**src/logic/ledger_pkg.sv**
```systemverilog
/* storage-side types for the per-client ledgers
   the index type lines up with the client id of the trading package */
`default_nettype none

package ledger_pkg;

  // one table entry per client
  localparam int num_clients = 32;

  // table index, same width as a client id
  typedef logic [$clog2(num_clients)-1:0] ledger_index_t;

endpackage

`default_nettype wire

```
**src/logic/risk_pkg.sv**
```systemverilog
/* trading-side types shared by the risk gate blocks and its testbench
   covers client ids, amounts, running totals, config opcodes and decisions */
`default_nettype none

package risk_pkg;

  // one of up to 32 trading clients
  typedef logic [4:0] client_id_t;

  // amount carried by a single order or cancellation
  typedef logic [15:0] amount_t;

  // running totals and per-client limits
  typedef logic [31:0] total_t;

  // configuration write opcodes
  typedef enum logic [1:0] {
    set_limit = 2'd0,
    halt      = 2'd1,
    resume    = 2'd2
  } cfg_op_t;

  // response code returned for every order
  typedef enum logic [1:0] {
    accepted   = 2'd0,
    over_limit = 2'd1,
    halted     = 2'd2
  } decision_t;

endpackage

`default_nettype wire
```
**src/logic/ledger_if.sv**
```systemverilog
/* read/write bundle between a client ledger and the block that owns its contents
   read data lags the index by one cycle, writes land on the clock edge */
`timescale 1ns/1ps
`default_nettype none

interface ledger_if #(
  parameter int  depth   = ledger_pkg::num_clients,
  parameter type entry_t = risk_pkg::total_t
);

  typedef logic [$clog2(depth)-1:0] index_t;

  index_t rd_index;
  entry_t rd_data;
  logic   wr_en;
  index_t wr_index;
  entry_t wr_data;

  // block that reads and updates the table
  modport user (output rd_index, wr_en, wr_index, wr_data, input rd_data);

  // the table itself
  modport ledger (input rd_index, wr_en, wr_index, wr_data, output rd_data);

endinterface

`default_nettype wire

```
**src/logic/client_ledger.sv**
```systemverilog
/* per-client table with a write port and two registered read ports
   payload type is a parameter so one table serves any per-client record */
`timescale 1ns/1ps
`default_nettype none

module client_ledger #(
  parameter int  depth   = ledger_pkg::num_clients,
  parameter type entry_t = risk_pkg::total_t
) (
  input  logic                      clk,
  input  logic                      rst_n,
  ledger_if.ledger                  port,
  input  ledger_pkg::ledger_index_t rd2_index,
  output entry_t                    rd2_data
);

  entry_t entries_q [depth];

  always_ff @(posedge clk) begin
    if (!rst_n) begin
      // totals start from zero after reset
      for (int i = 0; i < depth; i++) begin
        entries_q[i] <= '0;
      end
      port.rd_data <= '0;
      rd2_data     <= '0;
    end else begin
      if (port.wr_en) begin
        entries_q[port.wr_index] <= port.wr_data;
      end
      // same-cycle write is not forwarded, reads see the old entry
      port.rd_data <= entries_q[port.rd_index];
      rd2_data     <= entries_q[rd2_index];
    end
  end

  // a write to an unknown slot would corrupt an arbitrary client
  wr_index_known: assert property (
    @(posedge clk) disable iff (!rst_n)
    port.wr_en |-> !$isunknown(port.wr_index)
  ) else $error("ledger write with unknown index");

endmodule

`default_nettype wire

```
**src/flat_wrapper.sv**
```systemverilog
// flat-port wrapper written by rule: the top's interface ports become plain ports
module client_ledger_flat 
#(
  parameter int  depth   = ledger_pkg::num_clients,
  parameter type entry_t = risk_pkg::total_t
)
  (clk, rst_n, rd2_index, rd2_data, port_rd_index, port_wr_en, port_wr_index, port_wr_data, port_rd_data);
  ledger_if #(.depth(depth), .entry_t(entry_t)) port_i ();
  input  logic clk;
  input  logic rst_n;
  input  ledger_pkg::ledger_index_t rd2_index;
  output entry_t rd2_data;
  input wire logic [$bits(port_i.rd_index)-1:0] port_rd_index;
  input wire logic [$bits(port_i.wr_en)-1:0] port_wr_en;
  input wire logic [$bits(port_i.wr_index)-1:0] port_wr_index;
  input wire logic [$bits(port_i.wr_data)-1:0] port_wr_data;
  output wire logic [$bits(port_i.rd_data)-1:0] port_rd_data;
  assign port_i.rd_index = port_rd_index;
  assign port_i.wr_en = port_wr_en;
  assign port_i.wr_index = port_wr_index;
  assign port_i.wr_data = port_wr_data;
  assign port_rd_data = port_i.rd_data;
  client_ledger #(.depth(depth), .entry_t(entry_t)) u_core (.clk(clk), .rst_n(rst_n), .port(port_i), .rd2_index(rd2_index), .rd2_data(rd2_data));
endmodule
```
**config.mk**
```make
export PLATFORM = sky130hd
export DESIGN_NAME = client_ledger_flat
export DESIGN_NICKNAME = d
export VERILOG_FILES = /design/src/logic/ledger_pkg.sv /design/src/logic/risk_pkg.sv /design/src/logic/ledger_if.sv /design/src/logic/client_ledger.sv /design/src/flat_wrapper.sv
export SDC_FILE = /design/constraint.sdc
export NUM_CORES = 2
export LEC_CHECK = 0
export ABC_CLOCK_PERIOD_IN_PS = 5260
export BUFFER_PORTS_ARGS = -buffer_cell sky130_fd_sc_hd__buf_4
export CAP_MARGIN = 30
export CELL_PAD_IN_SITES_DETAIL_PLACEMENT = 2
export CELL_PAD_IN_SITES_GLOBAL_PLACEMENT = 2
export CORE_ASPECT_RATIO = 1.5
export CORE_UTILIZATION = 49
export CTS_BUF_LIST = sky130_fd_sc_hd__clkbuf_4
export DETAILED_ROUTE_END_ITERATION = 10
export PLACE_DENSITY_LB_ADDON = 0.08
export SYNTH_ARGS = -nofsm -noshare
export SYNTH_HDL_FRONTEND = slang
export SYNTH_SLANG_ARGS = --single-unit
```
**constraint.sdc**
```tcl
create_clock -name clk -period 5.26 [get_ports clk]
set_clock_uncertainty 0.1 [all_clocks]
set_input_delay 0.263 -clock clk [delete_from_list [all_inputs] [get_ports clk]]
set_output_delay 0.263 -clock clk [all_outputs]
set_load 0.005 [all_outputs]
```
==> out/results.txt <==
die height = 416 um
Fillers = 9766
Site Rows = 151
status = completed
routed via count = 38600
Pleak = 22.4 nW
origin of the critical flop-to-flop path = u_core.entries_q[11][31]$_SDFFCE_PN0P_
Setup WS pre-CTS = 1700 ps
total negative slack = 0 ps
Critical Path RT = 6370 ps
crit-path max FO = 65
RePlAce Congestion = 0.851
global-route wire length before repair = 312 mm
Vias/cell = 6.91
CP endpoint kind = flip-flop
layout cell share with drive strength beyond 1 = 33.4%
HP Class = in -> reg
sequential fraction of the synthesis area = 57.3%
unrepaired setup endpoints after global routing = no
core area = 0.113 mm2
Overall Power = 20.6 mW
Top cell by count, worst path = dlygate4sd3_1
relative slew slack = 21.8%
cts hold-fix bufs = 121
peak supply drop = 207 uV
Syn Nets = 3698
fin crit period = 3370 ps
Hold Path End = u_core.rd2_data[2]$_SDFF_PN0_
CTS sink count = 1088
leading cell type in the layout, fill and taps excluded = and2_1
Startpoint Class = input pin
critical path's slowest cell = nor2_4
die area = 0.115 mm2
Starting Density = 49.5%
DR WL/cell = 40.0 um
# IOs = 114
crit-path cells = dlygate4sd3_1 -> buf_6 -> nand4b_1 -> dlygate4sd3_1 -> buf_4 -> nor2_4 -> buf_4 -> and2_1 -> dlygate4sd3_1
die width = 278 um
max cap viols = 0
area occupied by multi-input gates = 0.0227 mm2
critical path class = in -> reg
synthesized instance count = 3648
Worst Min Path Start = rst_n
aggregate routed wire length = 223 mm
Crit path depth = 9
Synth Cell Area = 0.0559 mm2
final worst-path cycle share = 64.2%
synthesized flop and latch total = 1088
FMAX = 296 MHz
vias in the first global route = 42000
CP bufs+invs = 6
fin util = 56.8%
# setup viols final = 0
post-route DRC violation count = 0
DP Area = 0.0590 mm2
root buffer cell = clkbuf_4
Clock Latency Late Sink = 1360 ps
DRT antenna net count = 0
IO Port Bufs = 113
H-tree Lvls = 5
WHS Path Cells = 4
pwr dens = 321 mW/mm2
maximum clock path buffer count = 4
cells on worst reg2reg path = 5
register area = 0.0320 mm2
P&R area growth vs syn = 14.9%
Avg Cell Area, Syn = 15.3 um2
final instance area = 0.0642 mm2
most frequent cells in the layout = 1026 x and2_1, 1024 x edfxtp_1, 448 x mux4_2, 440 x clkbuf_4, 195 x buf_4
critical path data arrival time = 4480 ps
r2r endpoint = u_core.rd2_data[31]$_SDFF_PN0_
remaining global-route overflow = 0
Reg2Reg Setup Slack = 2810 ps
Post-layout nets = 3965
Initial DRC Count = 4691
delay-heaviest family, CP = buffers and inverters
Max Slew Vio Count = 0
Post-CTS Setup Bufs = 0
Initial DRT Pass Iterations = 5
largest net degree at the start of global routing = 102
initial antenna violation count = 16
fin worst setup slack = 1890 ps
CTS tree = built
Final Hold Fails = 0
global-route usage over all layers = 38.5%
CTS buffer count = 293
CTS clk-pin slew, worst paths = 70 ps
Slew @ Worst Pin = 1170 ps
Distinct cells, synth = 37
Max stage delay on crit path = 640 ps
post-DP HPWL = 133 mm
# resized after CTS = 0
Syn. warnings = 0
==> routing by layer <==
metal,vias up,global-route usage (%),share of wire (%)
li1,14800,-,-
met1,20500,46.3,36
met2,2562,65.1,51
met3,706,8.26,8.8
met4,22,19.5,4.8
met5,-,0,0.071
==> worst register-to-register path: stages, from the launching register on <==
cell	delay (ps)
edfxtp_1	410
mux4_2	510
mux2_2	310
o221ai_1	350
a31oi_1	90
dlygate4sd3_1	580
==> metrics by stage <==
stage,std cells,hold WS (ps)
2_1_floorplan,3648,361
3_3_place_gp,4909,502
3_5_place_dp,4938,513
4_1_cts,5551,9.05
5_1_grt,5578,17.8
6_report,5579,81.4
==> cells in the mapped netlist <==
library cell	n	area share [%]
and2_1	1025	11
edfxtp_1	1024	55
mux4_2	448	18
clkbuf_1	284	1.9
mux2_2	128	2.6
mux2i_1	128	2.3
buf_2	79	0.71
a22oi_1	64	0.86
a31oi_1	64	0.72
dfxtp_1	64	2.3
o221ai_1	64	1.0
o21ai_0	63	0.56
a221oi_1	47	0.74
nor2_1	38	0.26
nand2_1	35	0.24
o2111ai_1	17	0.27
o21ai_1	16	0.14
buf_4	15	0.20
buf_6	12	0.24
buf_1	4	0.027
clkbuf_2	3	0.027
nand3b_1	3	0.040
nor2b_1	3	0.034
or3b_2	3	0.047
nand2b_1	2	0.022
nand4b_1	2	0.031
or2_2	2	0.022
or3_1	2	0.022
and2_0	1	0.011
buf_12	1	0.036
buf_8	1	0.027
clkbuf_4	1	0.013
inv_1	1	0.0067
inv_2	1	0.0067
nand3_1	1	0.0089
nand4_1	1	0.011
nor2b_4	1	0.025
==> state kept, by name, summed over array words and instances, names as in the netlist <==
signal,count
u_core.entries_q,1024
u_core.port.rd_data,32
u_core.rd2_data,32
==> worst max path at each step <==
stage,start,endpoint,slack [ps]
global placement,rst_n,u_core.entries_q[8][7]$_SDFFCE_PN0P_,1730
floorplan,rst_n,u_core.entries_q[24][0]$_SDFFCE_PN0P_,1340
CTS,rst_n,u_core.entries_q[17][5]$_SDFFCE_PN0P_,2130
global route,rst_n,u_core.entries_q[17][5]$_SDFFCE_PN0P_,1900
finish,rst_n,u_core.entries_q[17][5]$_SDFFCE_PN0P_,1890
detailed placement,rst_n,u_core.entries_q[20][5]$_SDFFCE_PN0P_,1700
==> cell type report <==
type,count,share of cell area (%)
clock buffer,440,5.15
clock inverter,52,0.400
sequential,1088,49.9
inverter,2,0.0175
timing repair buffer,372,6.31
antenna,14,0.0546
multi-input combinational,2158,35.3
tap,1453,2.83
==> power by group <==
| group | switching [mW] | internal, mW |
|---|---|---|
| combinational | 1.49 | 1.10 |
| sequential | 0.339 | 9.96 |
| clock | 3.84 | 3.90 |
==> logic make-up (layout without fill, tap and decap cells) <==
kind of cell / count (synthesis) / in the layout / share of synthesized area (%)
and+or+nand+nor: 1119 / 1119 / 12.2
AOI/OAI and AO/OA: 335 / 335 / 4.29
muxes: 704 / 704 / 22.9
other: 0 / 14 / 0
buffers and inverters: 402 / 866 / 3.20
DFF: 1088 / 1088 / 57.3
No activity file was read; power rests on OpenSTA's default activity.
