**config.mk**
```make
export PLATFORM = sky130hd
export DESIGN_NAME = limit_config
export DESIGN_NICKNAME = d
export VERILOG_FILES = /design/src/logic/risk_pkg.sv /design/src/logic/limit_config.sv
export SDC_FILE = /design/constraint.sdc
export NUM_CORES = 1
export LEC_CHECK = 0
export ABC_CLOCK_PERIOD_IN_PS = 4470
export BUFFER_PORTS_ARGS = -buffer_cell sky130_fd_sc_hd__buf_2
export CAP_MARGIN = 15
export CORE_MARGIN = 3
export CORE_UTILIZATION = 55
export CTS_BUF_LIST = sky130_fd_sc_hd__clkbuf_4 sky130_fd_sc_hd__clkbuf_8
export DETAILED_ROUTE_END_ITERATION = 8
export PLACE_DENSITY = 0.74
export SETUP_SLACK_MARGIN = 0.15
export SYNTH_ARGS = -nofsm -noshare
export SYNTH_HDL_FRONTEND = slang
export SYNTH_SLANG_ARGS = --single-unit
```
**constraint.sdc**
```tcl
create_clock -name clk -period 4.47 [get_ports clk]
set_input_delay 0.894 -clock clk [delete_from_list [all_inputs] [get_ports clk]]
set_output_delay 0.894 -clock clk [all_outputs]
set_load 0.02 [all_outputs]
```
**src/logic/risk_pkg.sv**
```systemverilog
/* trading-side types shared by the risk gate blocks and its testbench
   covers client ids, amounts, running totals, config opcodes and decisions */
`default_nettype none

package risk_pkg;

  // one of up to 32 trading clients
  typedef logic [4:0] client_id_t;

  // amount carried by a single order or cancellation
  typedef logic [15:0] amount_t;

  // running totals and per-client limits
  typedef logic [31:0] total_t;

  // configuration write opcodes
  typedef enum logic [1:0] {
    set_limit = 2'd0,
    halt      = 2'd1,
    resume    = 2'd2
  } cfg_op_t;

  // response code returned for every order
  typedef enum logic [1:0] {
    accepted   = 2'd0,
    over_limit = 2'd1,
    halted     = 2'd2
  } decision_t;

endpackage

`default_nettype wire
```
**src/logic/limit_config.sv**
```systemverilog
/* configuration registers for the risk gate, per-client limits and a global halt
   written over a valid/ready port, limits read back one cycle after the index */
`timescale 1ns/1ps
`default_nettype none

module limit_config (
  input  logic                clk,
  input  logic                rst_n,
  input  logic                cfg_valid,
  output logic                cfg_ready,
  input  risk_pkg::cfg_op_t   cfg_op,
  input  risk_pkg::client_id_t cfg_client_id,
  input  risk_pkg::total_t    cfg_value,
  input  risk_pkg::client_id_t lim_index,
  output risk_pkg::total_t    lim_data,
  output logic                halted
);

  import risk_pkg::*;

  // one limit register per possible client id
  localparam int num_limits = 2 ** $bits(client_id_t);

  total_t limit_q [num_limits];
  logic   halt_q;
  logic   cfg_fire;

  // writes never stall
  assign cfg_ready = 1'b1;
  assign cfg_fire  = cfg_valid && cfg_ready;
  assign halted    = halt_q;

  always_ff @(posedge clk) begin
    if (!rst_n) begin
      for (int i = 0; i < num_limits; i++) begin
        limit_q[i] <= '0;
      end
      halt_q   <= 1'b0;
      lim_data <= '0;
    end else begin
      if (cfg_fire) begin
        case (cfg_op)
          set_limit: limit_q[cfg_client_id] <= cfg_value;
          halt:      halt_q <= 1'b1;
          resume:    halt_q <= 1'b0;
          default:   halt_q <= halt_q;
        endcase
      end
      // registered read, same latency as the ledgers
      lim_data <= limit_q[lim_index];
    end
  end

  cfg_op_legal: assert property (
    @(posedge clk) disable iff (!rst_n)
    cfg_fire |-> cfg_op inside {set_limit, halt, resume}
  ) else $error("illegal configuration opcode %0d", cfg_op);

endmodule

`default_nettype wire

```
==> impl_metrics.csv, run 1 <==
group,metric,value,unit
run_status,status,"complete, no violations",
die,initial_core_util,56.0,%
final_layout,layout_common_cells,"and2_1, edfxtp_1, mux4_2, clkbuf_8, buf_4",
critical_path,cp-startpoint,"cfg_op[0]",
global_route,top_usage_layer,"met2",
critical_path,crit_required,4930,ps
place,place_ws,667,ps
route,drc_errors,0,
route,wl,126,mm
critical_path,path_depth,7,
timing,hold_viol,0,
global_route,gr-usage-all-layers,28.7,%
route,num_vias,27100,
critical_path,path_cells,"buf_2 -> inv_1 -> ha_1 -> and3_1 -> or3b_1 -> o21ai_4 -> buf_4",
global_route,grt_max_degree,57,
global_route,antenna_found_initial,11,
timing,tns,0,ps
timing,max_freq,331,MHz
die,die_x,299,microns
critical_path,rr_endpoint,"lim_data[17]",
final_layout,layout_commonest_cell,"and2_1",
cts,hold_buffers,0,
critical_path,worstSetupEndpointType,"register",
timing,slew_headroom,20.4,%
global_route,grt_pass1_wl,187,mm
cts,postCtsSetupBuffers,0,
timing,min_period,3020,ps
cts,numCtsBuffers,171,
global_route,met1_usage,39.4,%
die,die-area,89400,sq um
timing,worst_pin_slew,1190,ps
route,post_drt_wl_per_cell,29.0,microns
cts,htreeDepth,4,
synth,ys_seq_area_share,66.5,%
place,dp.cells,4027,
pwr,vdd_ir_drop_max,272,uV
critical_path,critPathTopFamily,"simple AND/OR/NAND/NOR gates",
place,place_congestion,0.887,
cts,clock_latency,810,ps
timing,setup_viol,0,
final_layout,area_growth,11.8,%
critical_path,start_kind,"input port",
critical_path,reg2reg_setup_slack,2390,ps
timing,finClkSkew,29.8,ps
cts,clk_root_buffer_cell,"clkbuf_8",
cts,clk_pin_slew_worst_paths,60,ps
global_route,grt_pass1_vias,28100,
synth,syn_area,47200,sq um
synth,synth_seq_cells,1057,
critical_path,r2r-start,"limit_q[5][17]",
critical_path,worst-setup-path-type,"in2reg",
global_route,met2_usage,44.8,%
critical_path,rr_worst_depth,4,
timing,slew_viol_final,0,
synth,synth.distinct_cells,37,
synth,ys_warn_count,0,
cts,cts.sinks,1057,
route,viasPerCell,6.23,
timing,rsz0062_at_grt,"no",
die,core-area,84400,sq um
final_layout,drive_above_1_share,26.0,%
timing,layout_setup_ws,1450,ps
synth,syn_nets,3049,
timing,min_period_over_period,67.5,%
final_layout,final_cells,4347,
flow_run,drv_cap,0,
route,ant_nets,0,
worst_hold_path,worst_hold_path_type,"in2reg",
critical_path,path_buf_inv,3,
place,dp_hpwl,77.5,mm
critical_path,critPathCapture,"limit_q[4][26]",
critical_path,slowest_delay,800,ps
cts,cts_resized,0,
synth,syn_inst,3000,
cts,cts_tree,"built",
global_route,overflow,0,
final_layout,nets,3115,
route,dr.pass1.iters,5,
die,ios,81,
final_layout,fill_cells,6055,
route,drt-initial-drc-count,3104,
synth,avgSynthCellArea,15.7,sq um
die,rows,106,
critical_path,worst-endpoint-arrival,3480,ps
global_route,use_met3,6.21,%
critical_path,critPathSlowestCell,"o21ai_4",
die,die_height,299,microns
critical_path,cp_max_fo,18,
pwr,powerDensity,407,nW/um^2
pwr,leakage,0.0184,uW
place,port_buffers,79,
cts,cts_buffer_depth,3,
-- where the power goes --
| part | total [uW] | internal (uW) | switching [uW] |
|---|---|---|---|
| registers | 11500 | 11400 | 161 |
| logic | 1600 | 599 | 1000 |
| clock network | 8340 | 4500 | 3840 |
-- cells in the mapped netlist --
cell       instances  area (sq um)
o2111ai_1          9          78.8
ha_1               2          25.0
a21oi_1            1          5.00
nand3b_1           5          37.5
or3_1              1          6.26
a31oi_1           32           200
dfxtp_1           33           661
clkbuf_2          13          65.1
and3_1             1          6.26
or3b_2             3          26.3
a221oi_1          23           201
nand2_1           18          67.6
a22oi_1           32           240
or2_2              1          6.26
buf_4              8          60.1
mux4_2           224          5040
and2_1          1025          6410
conb_1             1          3.75
buf_6              3          33.8
clkbuf_1         226           848
nand2b_1           1          6.26
edfxtp_1        1024         30700
buf_2             50           250
a311oi_1           1          8.76
nor2b_1            2          12.5
nand3_1            2          10.0
nor2_2             6          37.5
o221ai_1          32           280
o21ai_0           55           275
mux2i_1           64           641
nor2_4             2          22.5
or3b_1             1          8.76
nor2_1            27           101
inv_1              4          15.0
buf_12             2          40.0
mux2_2            64           721
buf_1              2          7.51
-- logic make-up after synthesis --
| logic type | after synthesis | synth area share, % |
|---|---|---|
| buffers and inverters | 308 | 2.80 |
| adders and majority gates | 2 | 0.0530 |
| and+or+nand+nor | 1095 | 14.3 |
| muxes | 352 | 13.6 |
| other | 1 | 0.00794 |
| DFF | 1057 | 66.5 |
| AOI/OAI and AO/OA | 185 | 2.73 |
-- per-layer routing --
layer  vias to the layer above  part of all wire [%]
met5                         -                 0.027
li1                      11200                     -
met1                     13900                    38
met2                      1595                    47
met3                       316                    10
met4                         6                   4.2
-- worst min-delay path by stage --
stage | start | to | slack (ps) | cells past startpoint
detailed placement | halted | halted | 520 | 2
CTS | cfg_valid | halted | 260 | 2
floorplan | halted | halted | 580 | 2
global placement | halted | halted | 500 | 2
global route | cfg_valid | halted | 300 | 2
finish | cfg_valid | halted | 310 | 2
-- flip-flops by register name (all words and copies together), names as in the netlist --
signal	cells
limit_q	1024
halted	1
lim_data	32
-- metrics by stage --
step                utilization (%)  power (uW)  cell area (sq um)  hold slack (ps)
floorplan                         -       12600              47200              575
global placement               58.5       13300              49300              497
detailed placement             58.5       13300              49300              516
CTS                            62.5       21600              52700              259
global route                   62.5       22100              52800              303
finish                         62.6       21500              52800              313
-- area by class of cell --
class                   instances  area (sq um)  area share, %
multi-input cells            1635         14900           28.3
inverters                       4          15.0         0.0285
repair buffers                197          1570           2.97
flip-flops and latches       1057         31400           59.5
well taps                    1134          1420           2.69
clock buffers                 245          3000           5.68
clock inverters                67           424          0.804
diodes                          8          20.0         0.0379
Note: power is estimated with default switching activity, not from simulation.
==> inputs of run 2 (changes only) <==
--- a/config.mk
+++ b/config.mk
@@ -5,14 +5,14 @@
 export SDC_FILE = /design/constraint.sdc
 export NUM_CORES = 1
 export LEC_CHECK = 0
-export ABC_CLOCK_PERIOD_IN_PS = 4470
+export ABC_CLOCK_PERIOD_IN_PS = 3100
 export BUFFER_PORTS_ARGS = -buffer_cell sky130_fd_sc_hd__buf_2
 export CAP_MARGIN = 15
 export CORE_MARGIN = 3
 export CORE_UTILIZATION = 55
 export CTS_BUF_LIST = sky130_fd_sc_hd__clkbuf_4 sky130_fd_sc_hd__clkbuf_8
 export DETAILED_ROUTE_END_ITERATION = 8
-export PLACE_DENSITY = 0.74
+export PLACE_DENSITY = 0.71
 export SETUP_SLACK_MARGIN = 0.15
 export SYNTH_ARGS = -nofsm -noshare
 export SYNTH_HDL_FRONTEND = slang
==> constraint.sdc (replaced) <==
create_clock -name clk -period 3.1 [get_ports clk]
set_input_delay 0.62 -clock clk [delete_from_list [all_inputs] [get_ports clk]]
set_output_delay 0.62 -clock clk [all_outputs]
set_load 0.02 [all_outputs]
==> impl_metrics.csv, run 2 (synthesis gave the netlist of run 1 again) <==
group,metric,value,unit
die,initial_core_util,56.0,%
final_layout,drive_above_1_share,27.2,%
global_route,grt_pass1_wl,186,mm
place,dp_hpwl,77.1,mm
timing,worst_pin_slew,931,ps
cts,clock_latency,830,ps
critical_path,r2r-start,"limit_q[22][23]",
place,dpl_cell_area,50300,sq um
cts,cts.sinks,1057,
place,place_congestion,0.852,
critical_path,reg2reg_setup_slack,1150,ps
final_layout,fill_cells,5946,
cts,clk_root_buffer_cell,"clkbuf_8",
global_route,grt_max_degree,66,
timing,min_period_over_period,82.9,%
timing,layout_setup_ws,529,ps
critical_path,worstSetupEndpointType,"register",
die,rows,106,
cts,htreeDepth,4,
final_layout,largest_reg_flops,1024,
route,viasPerCell,6.14,
cts,postCtsSetupBuffers,0,
critical_path,worst-setup-path-type,"in2reg",
critical_path,cp_max_fo,16,
route,drc_errors,0,
route,post_drt_wl_per_cell,28.9,microns
global_route,antenna_found_initial,11,
route,ant_nets,0,
route,wl,128,mm
pwr,leakage,0.0189,uW
timing,slew_headroom,37.9,%
die,die_x,299,microns
critical_path,start_kind,"input port",
die,core-area,84400,sq um
pwr,powerDensity,576,nW/um^2
final_layout,layout_commonest_cell,"and2_1",
critical_path,rr_endpoint,"lim_data[23]",
timing,min_period,2570,ps
global_route,gr-usage-all-layers,28.9,%
place,port_buffers,79,
critical_path,worst-endpoint-arrival,3250,ps
pwr,vdd_ir_drop_max,436,uV
die,ios,81,
die,die-area,89400,sq um
timing,rsz0062_at_grt,"no",
critical_path,crit_required,3780,ps
flow_run,drv_cap,0,
global_route,grt_pass1_vias,27800,
place,place_ws,65.9,ps
die,die_height,299,microns
cts,cts_tree,"built",
worst_hold_path,worst_hold_path_type,"in2reg",
cts,clk_pin_slew_worst_paths,60,ps
cts,cts_buffer_depth,3,
final_layout,stdcell_area,53700,sq um
timing,hold_viol,0,
timing,setup_viol,0,
timing,finClkSkew,32.5,ps
route,dr.pass1.iters,5,
route,drt-initial-drc-count,3571,
final_layout,layout_common_cells,"and2_1, edfxtp_1, mux4_2, clkbuf_8, buf_4",
critical_path,rr_worst_depth,4,
worst_hold_path,min-delay-start,"cfg_op[1]",
route,num_vias,27100,
final_layout,largest_register,"limit_q",
global_route,overflow,0,
run_status,status,"complete, no violations",
timing,slew_viol_final,0,
cts,numCtsBuffers,171,
critical_path,cp-startpoint,"cfg_valid",
final_layout,area_growth,13.8,%
cts,cts_resized,0,
critical_path,critPathCapture,"limit_q[12][29]",
timing,max_freq,389,MHz
timing,tns,0,ps
final_layout,nets,3182,
run 2: power by group:
group,switching [uW],internal (uW)
combinational,1520,992
sequential,212,16400
clock,5510,6330
run 2: critical path: stages:
cell	delay, ps
dlygate4sd3_1	530
buf_2	120
and3_1	330
or3b_1	380
buf_4	270
nor2_2	500
buf_4	310
and2_1	160
run 2: repair_timing:
item | in CTS | in global routing
endpoints found under the setup margin | 0 | 0
hold endpoints to repair | 1 | 0
hold buffers | 1 | 0
run 2: how the worst min path moves through the flow:
stage | endpoint | slack [ps] | cells after the start
after floorplan | halted | 580 | 2
after global placement | halted | 490 | 2
after detailed placement | halted | 510 | 2
after CTS | halted | 70 | 3
after global routing | halted | 150 | 3
final | halted | 170 | 3
run 2: routing by layer:
metal  part of all wire [%]  track usage [%]
met5                  0.026                0
met4                    3.9             11.9
met3                     10             5.90
met2                     47             45.1
met1                     38             40.1
run 2: stage by stage:
step	cells	power, uW	util (%)	hold slack [ps]
floorplan	3000	18200	-	575
global placement	4093	19300	59.7	490
detailed placement	4093	19400	59.7	509
CTS	4406	31100	63.7	69.9
global route	4409	31900	63.7	153
finish	4412	30900	63.7	171
run 2: cell type report:
type / instances / area [sq um] / share of cell area [%]
sequential: 1057 / 31400 / 58.5
multi-input combinational: 1635 / 14900 / 27.8
clock buffer: 241 / 2950 / 5.50
timing repair buffer: 264 / 2590 / 4.82
tap: 1134 / 1420 / 2.64
clock inverter: 71 / 399 / 0.743
inverter: 4 / 15.0 / 0.0280
antenna: 6 / 15.0 / 0.0280
