`src/logic/ledger_pkg.sv`:
```
/* storage-side types for the per-client ledgers
   the index type lines up with the client id of the trading package */
`default_nettype none

package ledger_pkg;

  // one table entry per client
  localparam int num_clients = 32;

  // table index, same width as a client id
  typedef logic [$clog2(num_clients)-1:0] ledger_index_t;

endpackage

`default_nettype wire

```
`src/logic/risk_pkg.sv`:
```
/* trading-side types shared by the risk gate blocks and its testbench
   covers client ids, amounts, running totals, config opcodes and decisions */
`default_nettype none

package risk_pkg;

  // one of up to 32 trading clients
  typedef logic [4:0] client_id_t;

  // amount carried by a single order or cancellation
  typedef logic [15:0] amount_t;

  // running totals and per-client limits
  typedef logic [31:0] total_t;

  // configuration write opcodes
  typedef enum logic [1:0] {
    set_limit = 2'd0,
    halt      = 2'd1,
    resume    = 2'd2
  } cfg_op_t;

  // response code returned for every order
  typedef enum logic [1:0] {
    accepted   = 2'd0,
    over_limit = 2'd1,
    halted     = 2'd2
  } decision_t;

endpackage

`default_nettype wire
```
`src/logic/ledger_if.sv`:
```
/* read/write bundle between a client ledger and the block that owns its contents
   read data lags the index by one cycle, writes land on the clock edge */
`timescale 1ns/1ps
`default_nettype none

interface ledger_if #(
  parameter int  depth   = ledger_pkg::num_clients,
  parameter type entry_t = risk_pkg::total_t
);

  typedef logic [$clog2(depth)-1:0] index_t;

  index_t rd_index;
  entry_t rd_data;
  logic   wr_en;
  index_t wr_index;
  entry_t wr_data;

  // block that reads and updates the table
  modport user (output rd_index, wr_en, wr_index, wr_data, input rd_data);

  // the table itself
  modport ledger (input rd_index, wr_en, wr_index, wr_data, output rd_data);

endinterface

`default_nettype wire

```
`src/logic/cancel_tracker.sv`:
```
/* downstream side that adds each exchange cancellation into the cancelled ledger
   two-cycle read-modify-write where the total saturates instead of wrapping */
`timescale 1ns/1ps
`default_nettype none

module cancel_tracker (
  input  logic                 clk,
  input  logic                 rst_n,
  input  logic                 cxl_valid,
  output logic                 cxl_ready,
  input  risk_pkg::client_id_t cxl_client_id,
  input  risk_pkg::amount_t    cxl_amount,
  ledger_if.user               cxl
);

  import risk_pkg::*;

  localparam int sum_w = $bits(total_t) + 1;
  typedef logic [sum_w-1:0] sum_t;

  typedef enum logic [1:0] {
    st_idle  = 2'd0,
    st_read  = 2'd1,
    st_write = 2'd2
  } state_t;

  state_t     state_q;
  client_id_t id_q;
  amount_t    amount_q;
  logic       cxl_fire;
  sum_t       new_sum;

  assign cxl_ready = (state_q == st_idle);
  assign cxl_fire  = cxl_valid && cxl_ready;

  assign cxl.rd_index = id_q;
  assign cxl.wr_index = id_q;

  // clamp at all ones on carry out
  assign new_sum     = sum_t'(cxl.rd_data) + sum_t'(amount_q);
  assign cxl.wr_en   = (state_q == st_write);
  assign cxl.wr_data = new_sum[sum_w-1] ? '1 : new_sum[sum_w-2:0];

  always_ff @(posedge clk) begin
    if (!rst_n) begin
      state_q <= st_idle;
    end else begin
      case (state_q)
        st_idle:  if (cxl_fire) state_q <= st_read;
        st_read:  state_q <= st_write;
        st_write: state_q <= st_idle;
        default:  state_q <= st_idle;
      endcase
    end
  end

  always_ff @(posedge clk) begin
    if (cxl_fire) begin
      id_q     <= cxl_client_id;
      amount_q <= cxl_amount;
    end
  end

endmodule

`default_nettype wire

```
`src/flat_wrapper.sv`:
```
// flat-port wrapper written by rule: the top's interface ports become plain ports
module cancel_tracker_flat import risk_pkg::*;
  (clk, rst_n, cxl_valid, cxl_ready, cxl_client_id, cxl_amount, cxl_rd_index, cxl_wr_en, cxl_wr_index, cxl_wr_data, cxl_rd_data);
  ledger_if cxl_i ();
  input  logic clk;
  input  logic rst_n;
  input  logic cxl_valid;
  output logic cxl_ready;
  input  risk_pkg::client_id_t cxl_client_id;
  input  risk_pkg::amount_t cxl_amount;
  output wire logic [$bits(cxl_i.rd_index)-1:0] cxl_rd_index;
  output wire logic [$bits(cxl_i.wr_en)-1:0] cxl_wr_en;
  output wire logic [$bits(cxl_i.wr_index)-1:0] cxl_wr_index;
  output wire logic [$bits(cxl_i.wr_data)-1:0] cxl_wr_data;
  input wire logic [$bits(cxl_i.rd_data)-1:0] cxl_rd_data;
  assign cxl_rd_index = cxl_i.rd_index;
  assign cxl_wr_en = cxl_i.wr_en;
  assign cxl_wr_index = cxl_i.wr_index;
  assign cxl_wr_data = cxl_i.wr_data;
  assign cxl_i.rd_data = cxl_rd_data;
  cancel_tracker u_core (.clk(clk), .rst_n(rst_n), .cxl_valid(cxl_valid), .cxl_ready(cxl_ready), .cxl_client_id(cxl_client_id), .cxl_amount(cxl_amount), .cxl(cxl_i));
endmodule
```
`config.mk`:
```
export PLATFORM = sky130hd
export DESIGN_NAME = cancel_tracker_flat
export DESIGN_NICKNAME = d
export VERILOG_FILES = /design/src/logic/ledger_pkg.sv /design/src/logic/risk_pkg.sv /design/src/logic/ledger_if.sv /design/src/logic/cancel_tracker.sv /design/src/flat_wrapper.sv
export SDC_FILE = /design/constraint.sdc
export NUM_CORES = 1
export LEC_CHECK = 0
export BUFFER_PORTS_ARGS = -buffer_cell sky130_fd_sc_hd__buf_2
export CAP_MARGIN = 20
export CORE_ASPECT_RATIO = 0.9
export CORE_MARGIN = 4
export CORE_UTILIZATION = 47
export DETAILED_ROUTE_END_ITERATION = 7
export PLACE_DENSITY = 0.91
export SYNTH_ARGS = -nofsm -noshare
export SYNTH_HDL_FRONTEND = slang
export SYNTH_SLANG_ARGS = --single-unit
```
`constraint.sdc`:
```
create_clock -name clk -period 4.1 [get_ports clk]
set_input_delay 0.615 -clock clk [delete_from_list [all_inputs] [get_ports clk]]
set_output_delay 0.615 -clock clk [all_outputs]
set_load 0.01 [all_outputs]
```
==> reports/qor.csv, run 1 <==
stage;metric;value;unit
run_status;status;finished, final reports clean;
detailed_routing;remaining_drc_errors;0;
sta;setup_slack;0.235;ns
synthesis;synth_commonest_cells;nand2_1 (41), edfxtp_1 (21), a21oi_1 (20);
synthesis;muxShareOfSynthArea;5.79;%
global_routing;grt_pass1_vias;1957;
finish;area_growth;26.8;%
synthesis;synth_top_family_by_area;compound AO/OA/AOI/OAI gates;
place;port_buffers;99;
worst_hold_path;hold_end;u_core.state_q[1];
worst_setup_path;crit_buf_inv;3;
synthesis;synthAdderAreaFrac;10.4;%
sta;tightest_slew;0.876;ns
detailed_routing;routed_wl;5490;µm
synthesis;ys_types;42;
clock_network;postCtsHoldBufs;0;
floorplan;num_io_pins;100;
worst_setup_path;cp.required;3.48;ns
synthesis;postSynthAreaPerCell;8.72;µm²
clock_network;cts_tree;done;
worst_setup_path;cp.arrival;3.25;ns
power;p_clk_share;19.2;%
synthesis;synth_compound_area_share;22.9;%
place;dp_hpwl;4510;µm
finish;antenna_cells;0;
floorplan;die_x;78.8;µm
worst_setup_path;r2r_start;u_core.state_q[1];
floorplan;die_h;71.7;µm
detailed_routing;wl_per_cell;13.9;µm
clock_network;clock_sinks;23;
synthesis;async_reset_ff_share;0;%
worst_setup_path;worstPathCellList;buf_2 > ha_1 > fa_1 > a211oi_2 > o21ai_1 > o2111a_1 > o21ai_2 > buf_4 > nand2_1 > mux2_1 > buf_2;
clock_network;insertion_delay;0.26;ns
power;switchingPower;251;µW
global_routing;grt_antenna_before_repair;0;
synthesis;yosysSeqAreaShare;31.7;%
global_routing;grt_max_degree;22;
detailed_routing;dr.pass1.iters;4;
sta;period_needed;3.87;ns
power;power.leakage;0.00127;µW
synthesis;yosysMostFrequentCell;nand2_1;
global_routing;grt_pass1_wl;8580;µm
worst_setup_path;r2r_end;u_core.amount_q[4];
worst_setup_path;r2r_slack;2.52;ns
floorplan;die_area;5650;µm²
worst_setup_path;crit_family;compound AO/OA/AOI/OAI gates;
sta;rsz0062_at_grt;false;
finish;drive_gt1_share;33.9;%
global_routing;grt_use_total;18.7;%
power;p_int;476;µW
synthesis;synth-seq-cells;23;
place;dp_slack;0.254;ns
power;swShare;34.6;%
worst_setup_path;reg2reg_depth;2;
sta;hold_viol_final;0;
worst_setup_path;critPathKind;in -> out;
sta;timing.setup.tns;0;ns
clock_network;htreeDepth;1;
synthesis;synth_warnings;0;
synthesis;synth_ff_type;edfxtp_1;
worst_setup_path;endpoint_kind;primary output;
global_routing;use_met1;22.9;%
worst_setup_path;slowest_stage;fa_1;
floorplan;core;4210;µm²
synthesis;postSynthCellCount;243;
clock_network;numCtsBuffers;3;
sta;clock-skew-final;0.00122;ns
floorplan;num_rows;22;
synthesis;synth_nets;316;
sta;finalSetupViolations;0;
global_routing;grt_remaining_overflow;0;
global_routing;gr-usage-met2;32.6;%
finish;nets;410;
sta;max_slew_margin;41.6;%
clock_network;clkTransAtPathRegs;0.08;ns
synthesis;synthSimpleGateAreaFrac;20.6;%
sta;slew_violations;0;
worst_setup_path;critPathMaxFanout;12;
worst_hold_path;whs_path_depth;1;
floorplan;initial_core_util;50.3;%
flow_run;drv_cap;0;
place;gp_congestion;0.863;
worst_setup_path;worst_setup_path_start_kind;input pin;
synthesis;yosys-top-cells-area;edfxtp_1 (30%), ha_1 (9.5%), nand2_1 (7.3%);
power;p_per_area;271;nW/µm²
worst_setup_path;cp.depth;11;
clock_network;cts_setup_buffers;0;
sta;period_share;94.3;%
worst_hold_path;hp-class;reg -> reg;
synthesis;synth_top_area_share;29.8;%
detailed_routing;drtIter0Drc;84;
sta;max_freq;259;MHz
worst_hold_path;worstHoldStart;u_core.state_q[1];
synthesis;yosysTopAreaCell;edfxtp_1;
worst_setup_path;critPathMaxStageDelay;0.44;ns
clock_network;cts_resized;0;
detailed_routing;num_vias;2167;
global_routing;grt_use_met3;3.64;%
worst_setup_path;cpMostUsedCell;buf_2;
synthesis;synth_xor_area_share;4.96;%
power;pwr-share-comb;42.4;%
clock_network;root_buffer;clkbuf_8;
synthesis;synth_edf_count;21;
detailed_routing;vias_per_cell;5.47;
clock_network;cts_max_path_buffers;2;
synthesis;synth_area;2120;µm²
power;seqPwrFrac;38.4;%
detailed_routing;antenna_left;0;
global_routing;gr-max-usage-layer;met2;
power;peakVddDrop;278;µV
[state kept, by name (all words and copies together) (netlist names)]
name,flops
u_core.amount_q,16
u_core.cxl.rd_index,5
u_core.state_q,2
[routing by layer]
metal | part of all wire (%) | vias to the layer above
met3 | 8.9 | 8
met1 | 41 | 979
met5 | 0 | -
li1 | - | 1093
met4 | 1.5 | 0
met2 | 48 | 87
[logic make-up (layout without fill, tap and decap cells)]
group                      count (synthesis)  in the layout
buffers and inverters                     14            107
xor gates and xnor gates                  12             12
and+or+nand+nor                           93             93
DFF                                       23             23
AOI/OAI and AO/OA                         73             73
muxes                                     11             11
adders and majority gates                 17             17
[cell type report]
cell class,instances,area [µm²]
Fill cell,376,1530
Multi-Input combinational cell,206,1370
Sequential cell,23,671
Timing Repair Buffer,101,510
Tap cell,60,75.1
Clock buffer,3,41.3
Clock inverter,1,7.51
Inverter,2,7.51
[cells in the final DEF (no fill, tap or decap), drive strengths merged]
master    count
xnor2         7
o21a          4
o211ai        5
o2111ai       2
o22a          1
or3           1
a31oi         2
nand3        11
a21oi        21
nor2b         2
fa            1
o31ai         1
edfxtp       21
clkbuf        3
ha           16
a211o         2
clkinvlp      1
nand4         4
and4          3
inv           2
mux2i         1
a31o          1
a21boi        3
nor3          4
nand2b        2
a21o          7
mux2         10
xor2          5
nand2        41
o211a         1
nor2         13
and2          4
dfxtp         2
a211oi        5
o2111a        1
and3          8
buf         101
o21ai        17
[how the worst max path moves through the flow]
stage,startpoint,end
CTS,cxl_rd_data[0],cxl_wr_data[23]
floorplan,cxl_rd_data[0],cxl_wr_data[15]
finish,cxl_rd_data[0],cxl_wr_data[23]
detailed placement,cxl_rd_data[0],cxl_wr_data[23]
global route,cxl_rd_data[0],cxl_wr_data[27]
global placement,cxl_rd_data[0],cxl_wr_data[23]
[through the flow]
stage	util [%]	instance area [µm²]	instances	hold WS, ns	power, µW
after global routing	63.8	2690	396	0.458	777
after global placement	62.6	2640	392	0.416	582
after floorplan	-	2120	243	0.404	478
final	63.8	2690	396	0.438	727
after detailed placement	62.6	2640	392	0.428	591
after CTS	63.8	2690	396	0.439	732
[power by group through the flow]
stage,clock (µW),sequential [µW],combinational (µW)
finish,140,279,308
global route,155,281,342
CTS,143,279,309
detailed placement,0,285,306
global placement,0,284,299
floorplan,0,285,194
No activity file was read; power rests on OpenSTA's default activity.
==> inputs of run 2 (changes only) <==
--- a/config.mk
+++ b/config.mk
@@ -5,13 +5,14 @@
 export SDC_FILE = /design/constraint.sdc
 export NUM_CORES = 1
 export LEC_CHECK = 0
-export BUFFER_PORTS_ARGS = -buffer_cell sky130_fd_sc_hd__buf_2
+export ABC_AREA = 1
 export CAP_MARGIN = 20
 export CORE_ASPECT_RATIO = 0.9
 export CORE_MARGIN = 4
-export CORE_UTILIZATION = 47
+export CORE_UTILIZATION = 59
 export DETAILED_ROUTE_END_ITERATION = 7
-export PLACE_DENSITY = 0.91
+export DONT_BUFFER_PORTS = 1
+export PLACE_DENSITY = 0.88
 export SYNTH_ARGS = -nofsm -noshare
 export SYNTH_HDL_FRONTEND = slang
 export SYNTH_SLANG_ARGS = --single-unit
==> constraint.sdc (replaced) <==
create_clock -name clk -period 3.5 [get_ports clk]
set_input_delay 0.525 -clock clk [delete_from_list [all_inputs] [get_ports clk]]
set_output_delay 0.525 -clock clk [all_outputs]
set_load 0.01 [all_outputs]
==> reports/qor.csv, run 2 <==
stage;metric;value;unit;change
floorplan;die_area;5720;µm²;+1.3%
synthesis;synth_nets;496;;+57%
synthesis;synth_xor_area_share;2.92;%;-2.0 points
power;pwr-share-comb;38.6;%;-3.8 points
synthesis;yosysTopAreaCell;edfxtp_1;;
power;p_clk_share;20.3;%;+1.1 points
synthesis;muxShareOfSynthArea;0;%;-5.8 points
detailed_routing;vias_per_cell;5.19;;-5.1%
clock_network;clock_sinks;23;;unchanged
clock_network;htreeDepth;1;;unchanged
synthesis;synth_edf_count;21;;unchanged
worst_setup_path;critPathMaxFanout;31;;+19
clock_network;cts_resized;0;;unchanged
place;dpl_cell_area;2720;µm²;+3.0%
synthesis;yosysSeqAreaShare;24.9;%;-6.8 points
clock_network;clkTransAtPathRegs;0.08;ns;about the same
synthesis;synth_area;2700;µm²;+27%
worst_setup_path;worstPathCellList;ha_1 > fa_1 > nand2_1 > nand2_1 > and2_4 > nand2_2 > nand2_2 > nand2_2 > nand2_2 > nand3_4 > o21ai_0;;
worst_setup_path;worst_setup_path_start_kind;register;;
flow_run;drv_cap;0;;unchanged
clock_network;postCtsHoldBufs;0;;unchanged
detailed_routing;antenna_left;0;;unchanged
detailed_routing;num_vias;2503;;+16%
sta;hold_viol_final;0;;unchanged
power;p_per_area;292;nW/µm²;+7.8%
finish;area_growth;2.50;%;
worst_setup_path;cp.required;2.97;ns;-0.51 ns
synthesis;synth_compound_area_share;3.62;%;-19 points
synthesis;postSynthCellCount;423;;+74%
power;peakVddDrop;328;µV;+18%
power;seqPwrFrac;41.1;%;+2.7 points
synthesis;synthAdderAreaFrac;8.16;%;-2.2 points
synthesis;yosysMostFrequentCell;nand2_1;;
global_routing;grt_pass1_vias;2337;;+19%
sta;slew_violations;0;;unchanged
sta;clock-skew-final;0.0121;ns;+0.0109 ns
synthesis;synth_top_area_share;23.4;%;-6.4 points
worst_setup_path;cpMostUsedCell;nand2_2;;
synthesis;synth_ff_type;edfxtp_1;;
worst_setup_path;critPathKind;reg -> out;;
floorplan;die_h;72.2;µm;+0.64%
detailed_routing;routed_wl;6410;µm;+17%
clock_network;numCtsBuffers;3;;unchanged
synthesis;synth_top_family_by_area;simple AND/OR/NAND/NOR gates;;
power;swShare;37.8;%;+3.2 points
synthesis;synth-seq-cells;23;;unchanged
sta;tightest_slew;0.793;ns;-0.0835 ns
synthesis;ys_types;29;;-31%
global_routing;grt_max_degree;32;;+45%
worst_hold_path;whs_path_depth;0;;-1
sta;hold_slack;0.343;ns;-0.0950 ns
place;dp.cells;478;;+22%
synthesis;synthSimpleGateAreaFrac;46.4;%;+26 points
finish;antenna_cells;0;;unchanged
floorplan;die_x;79.3;µm;+0.65%
sta;max_freq;336;MHz;
worst_setup_path;cp.arrival;2.45;ns;-0.80 ns
worst_setup_path;critPathMaxStageDelay;0.39;ns;-0.05 ns
finish;nets;494;;+20%
worst_setup_path;cp.depth;11;;unchanged
finish;final_common_cell;nand2_1;;
place;port_buffers;0;;-100%
worst_setup_path;crit_buf_inv;0;;-3
sta;period_needed;2.98;ns;
synthesis;postSynthAreaPerCell;6.38;µm²;-27%
worst_hold_path;hp-class;in -> reg;;
power;switchingPower;305;µW;+21%
sta;max_slew_margin;46.8;%;+5.3 points
finish;fin_cells;482;;+22%
floorplan;initial_core_util;60.9;%;+11 points
global_routing;grt_remaining_overflow;0;;unchanged
detailed_routing;drtIter0Drc;137;;+63%
detailed_routing;wl_per_cell;13.3;µm;-4.0%
finish;largest_reg_flops;16;;unchanged
synthesis;synth_commonest_cells;nand2_1 (155), inv_1 (81), nor2_1 (35);;
floorplan;num_rows;23;;+4.5%
clock_network;cts_tree;done;;
run_status;status;finished, final reports clean;;
power;p_int;502;µW;+5.5%
finish;regMostFlops;u_core.amount_q;;
worst_setup_path;crit_family;simple AND/OR/NAND/NOR gates;;
global_routing;grt_pass1_wl;10300;µm;+20%
clock_network;cts_setup_buffers;0;;unchanged
sta;rsz0062_at_grt;false;;
sta;finalSetupViolations;0;;unchanged
finish;layout_common_cells;nand2_1 (155), inv_1 (81), nor2_1 (35), nand3_1 (23), edfxtp_1 (21);;
clock_network;insertion_delay;0.27;ns;about the same
sta;period_share;85.1;%;
clock_network;root_buffer;clkbuf_8;;
synthesis;synth_warnings;0;;unchanged
synthesis;async_reset_ff_share;0;%;unchanged
floorplan;num_io_pins;100;;unchanged
detailed_routing;dr.pass1.iters;4;;unchanged
global_routing;grt_use_total;22.9;%;+4.2 points
clock_network;cts_max_path_buffers;2;;unchanged
global_routing;grt_antenna_before_repair;0;;unchanged
detailed_routing;remaining_drc_errors;0;;unchanged
power;power.leakage;0.00161;µW;+27%
place;gp_congestion;0.951;;+10%
finish;drive_gt1_share;10.0;%;-24 points
worst_setup_path;endpoint_kind;primary output;;
worst_setup_path;slowest_stage;fa_1;;
place;dp_hpwl;5580;µm;+24%
floorplan;core;4430;µm²;+5.2%
worst_setup_path;reg2reg_depth;2;;unchanged
sta;timing.setup.tns;0;ns;unchanged
finish;fin_area;2770;µm²;+3.0%
synthesis;yosys-top-cells-area;edfxtp_1 (23%), nand2_1 (22%), inv_1 (11%);;
run 2: cell types whose count changed after synthesis, moves of 6 or more:
cell     change
a21o_1       -7
o21ai_1      -9
buf_2        -6
and3_1       -7
inv_1       +79
nand2_2      +6
nand2_1    +114
nor2_1      +22
mux2_1       -6
a21oi_1     -12
nand3_2     +19
xnor2_1      -7
nand3_1     +12
run 2: metal layers:
metal | vias to the layer above | wire [µm] | track usage [%]
met5 | - | 0 | 0
met4 | 0 | 99 | 8.02
met3 | 11 | 595 | 6.20
met2 | 81 | 2990 | 38.6
met1 | 1104 | 2730 | 28.3
li1 | 1307 | - | -
run 2: metrics by stage:
step / total power, µW / util, % / setup slack (ns)
global placement: 640 / 61.3 / 0.651
CTS: 811 / 62.4 / 0.484
global route: 867 / 62.4 / 0.307
floorplan: 594 / - / 0.988
finish: 807 / 62.4 / 0.521
detailed placement: 649 / 61.3 / 0.618
run 2: path summary, 6_finish.rpt:
| check | from | slack (ns) | endpoint |
|---|---|---|---|
| max reg2reg | u_core.state_q[1] | 1.85 | u_core.amount_q[12] |
| min reg2reg | u_core.state_q[0] | 0.47 | u_core.state_q[1] |
| min | cxl_client_id[1] | 0.34 | u_core.cxl.rd_index[1] |
| max | u_core.amount_q[0] | 0.52 | cxl_wr_data[2] |
run 2: power by group through the flow:
stage	combinational, µW	sequential (µW)	clock, µW
global route	349	334	184
global placement	303	338	0
finish	312	332	163
detailed placement	310	339	0
CTS	312	332	166
floorplan	260	334	0
run 2: final cells by class:
cell class,count,area (µm²)
clock inverter,1,7.51
tap,62,77.6
clock buffer,3,41.3
sequential,23,671
multi-input combinational,310,1650
timing repair buffer,1,7.51
fill,445,1670
inverter,82,308
run 2: cell families (layout without fill, tap and decap cells):
kind of cell | after synthesis | after routing
compound gates | 17 | 17
xor+xnor | 9 | 9
fa+ha+maj | 17 | 17
buf+inv | 90 | 87
flops | 23 | 23
simple gates | 267 | 267
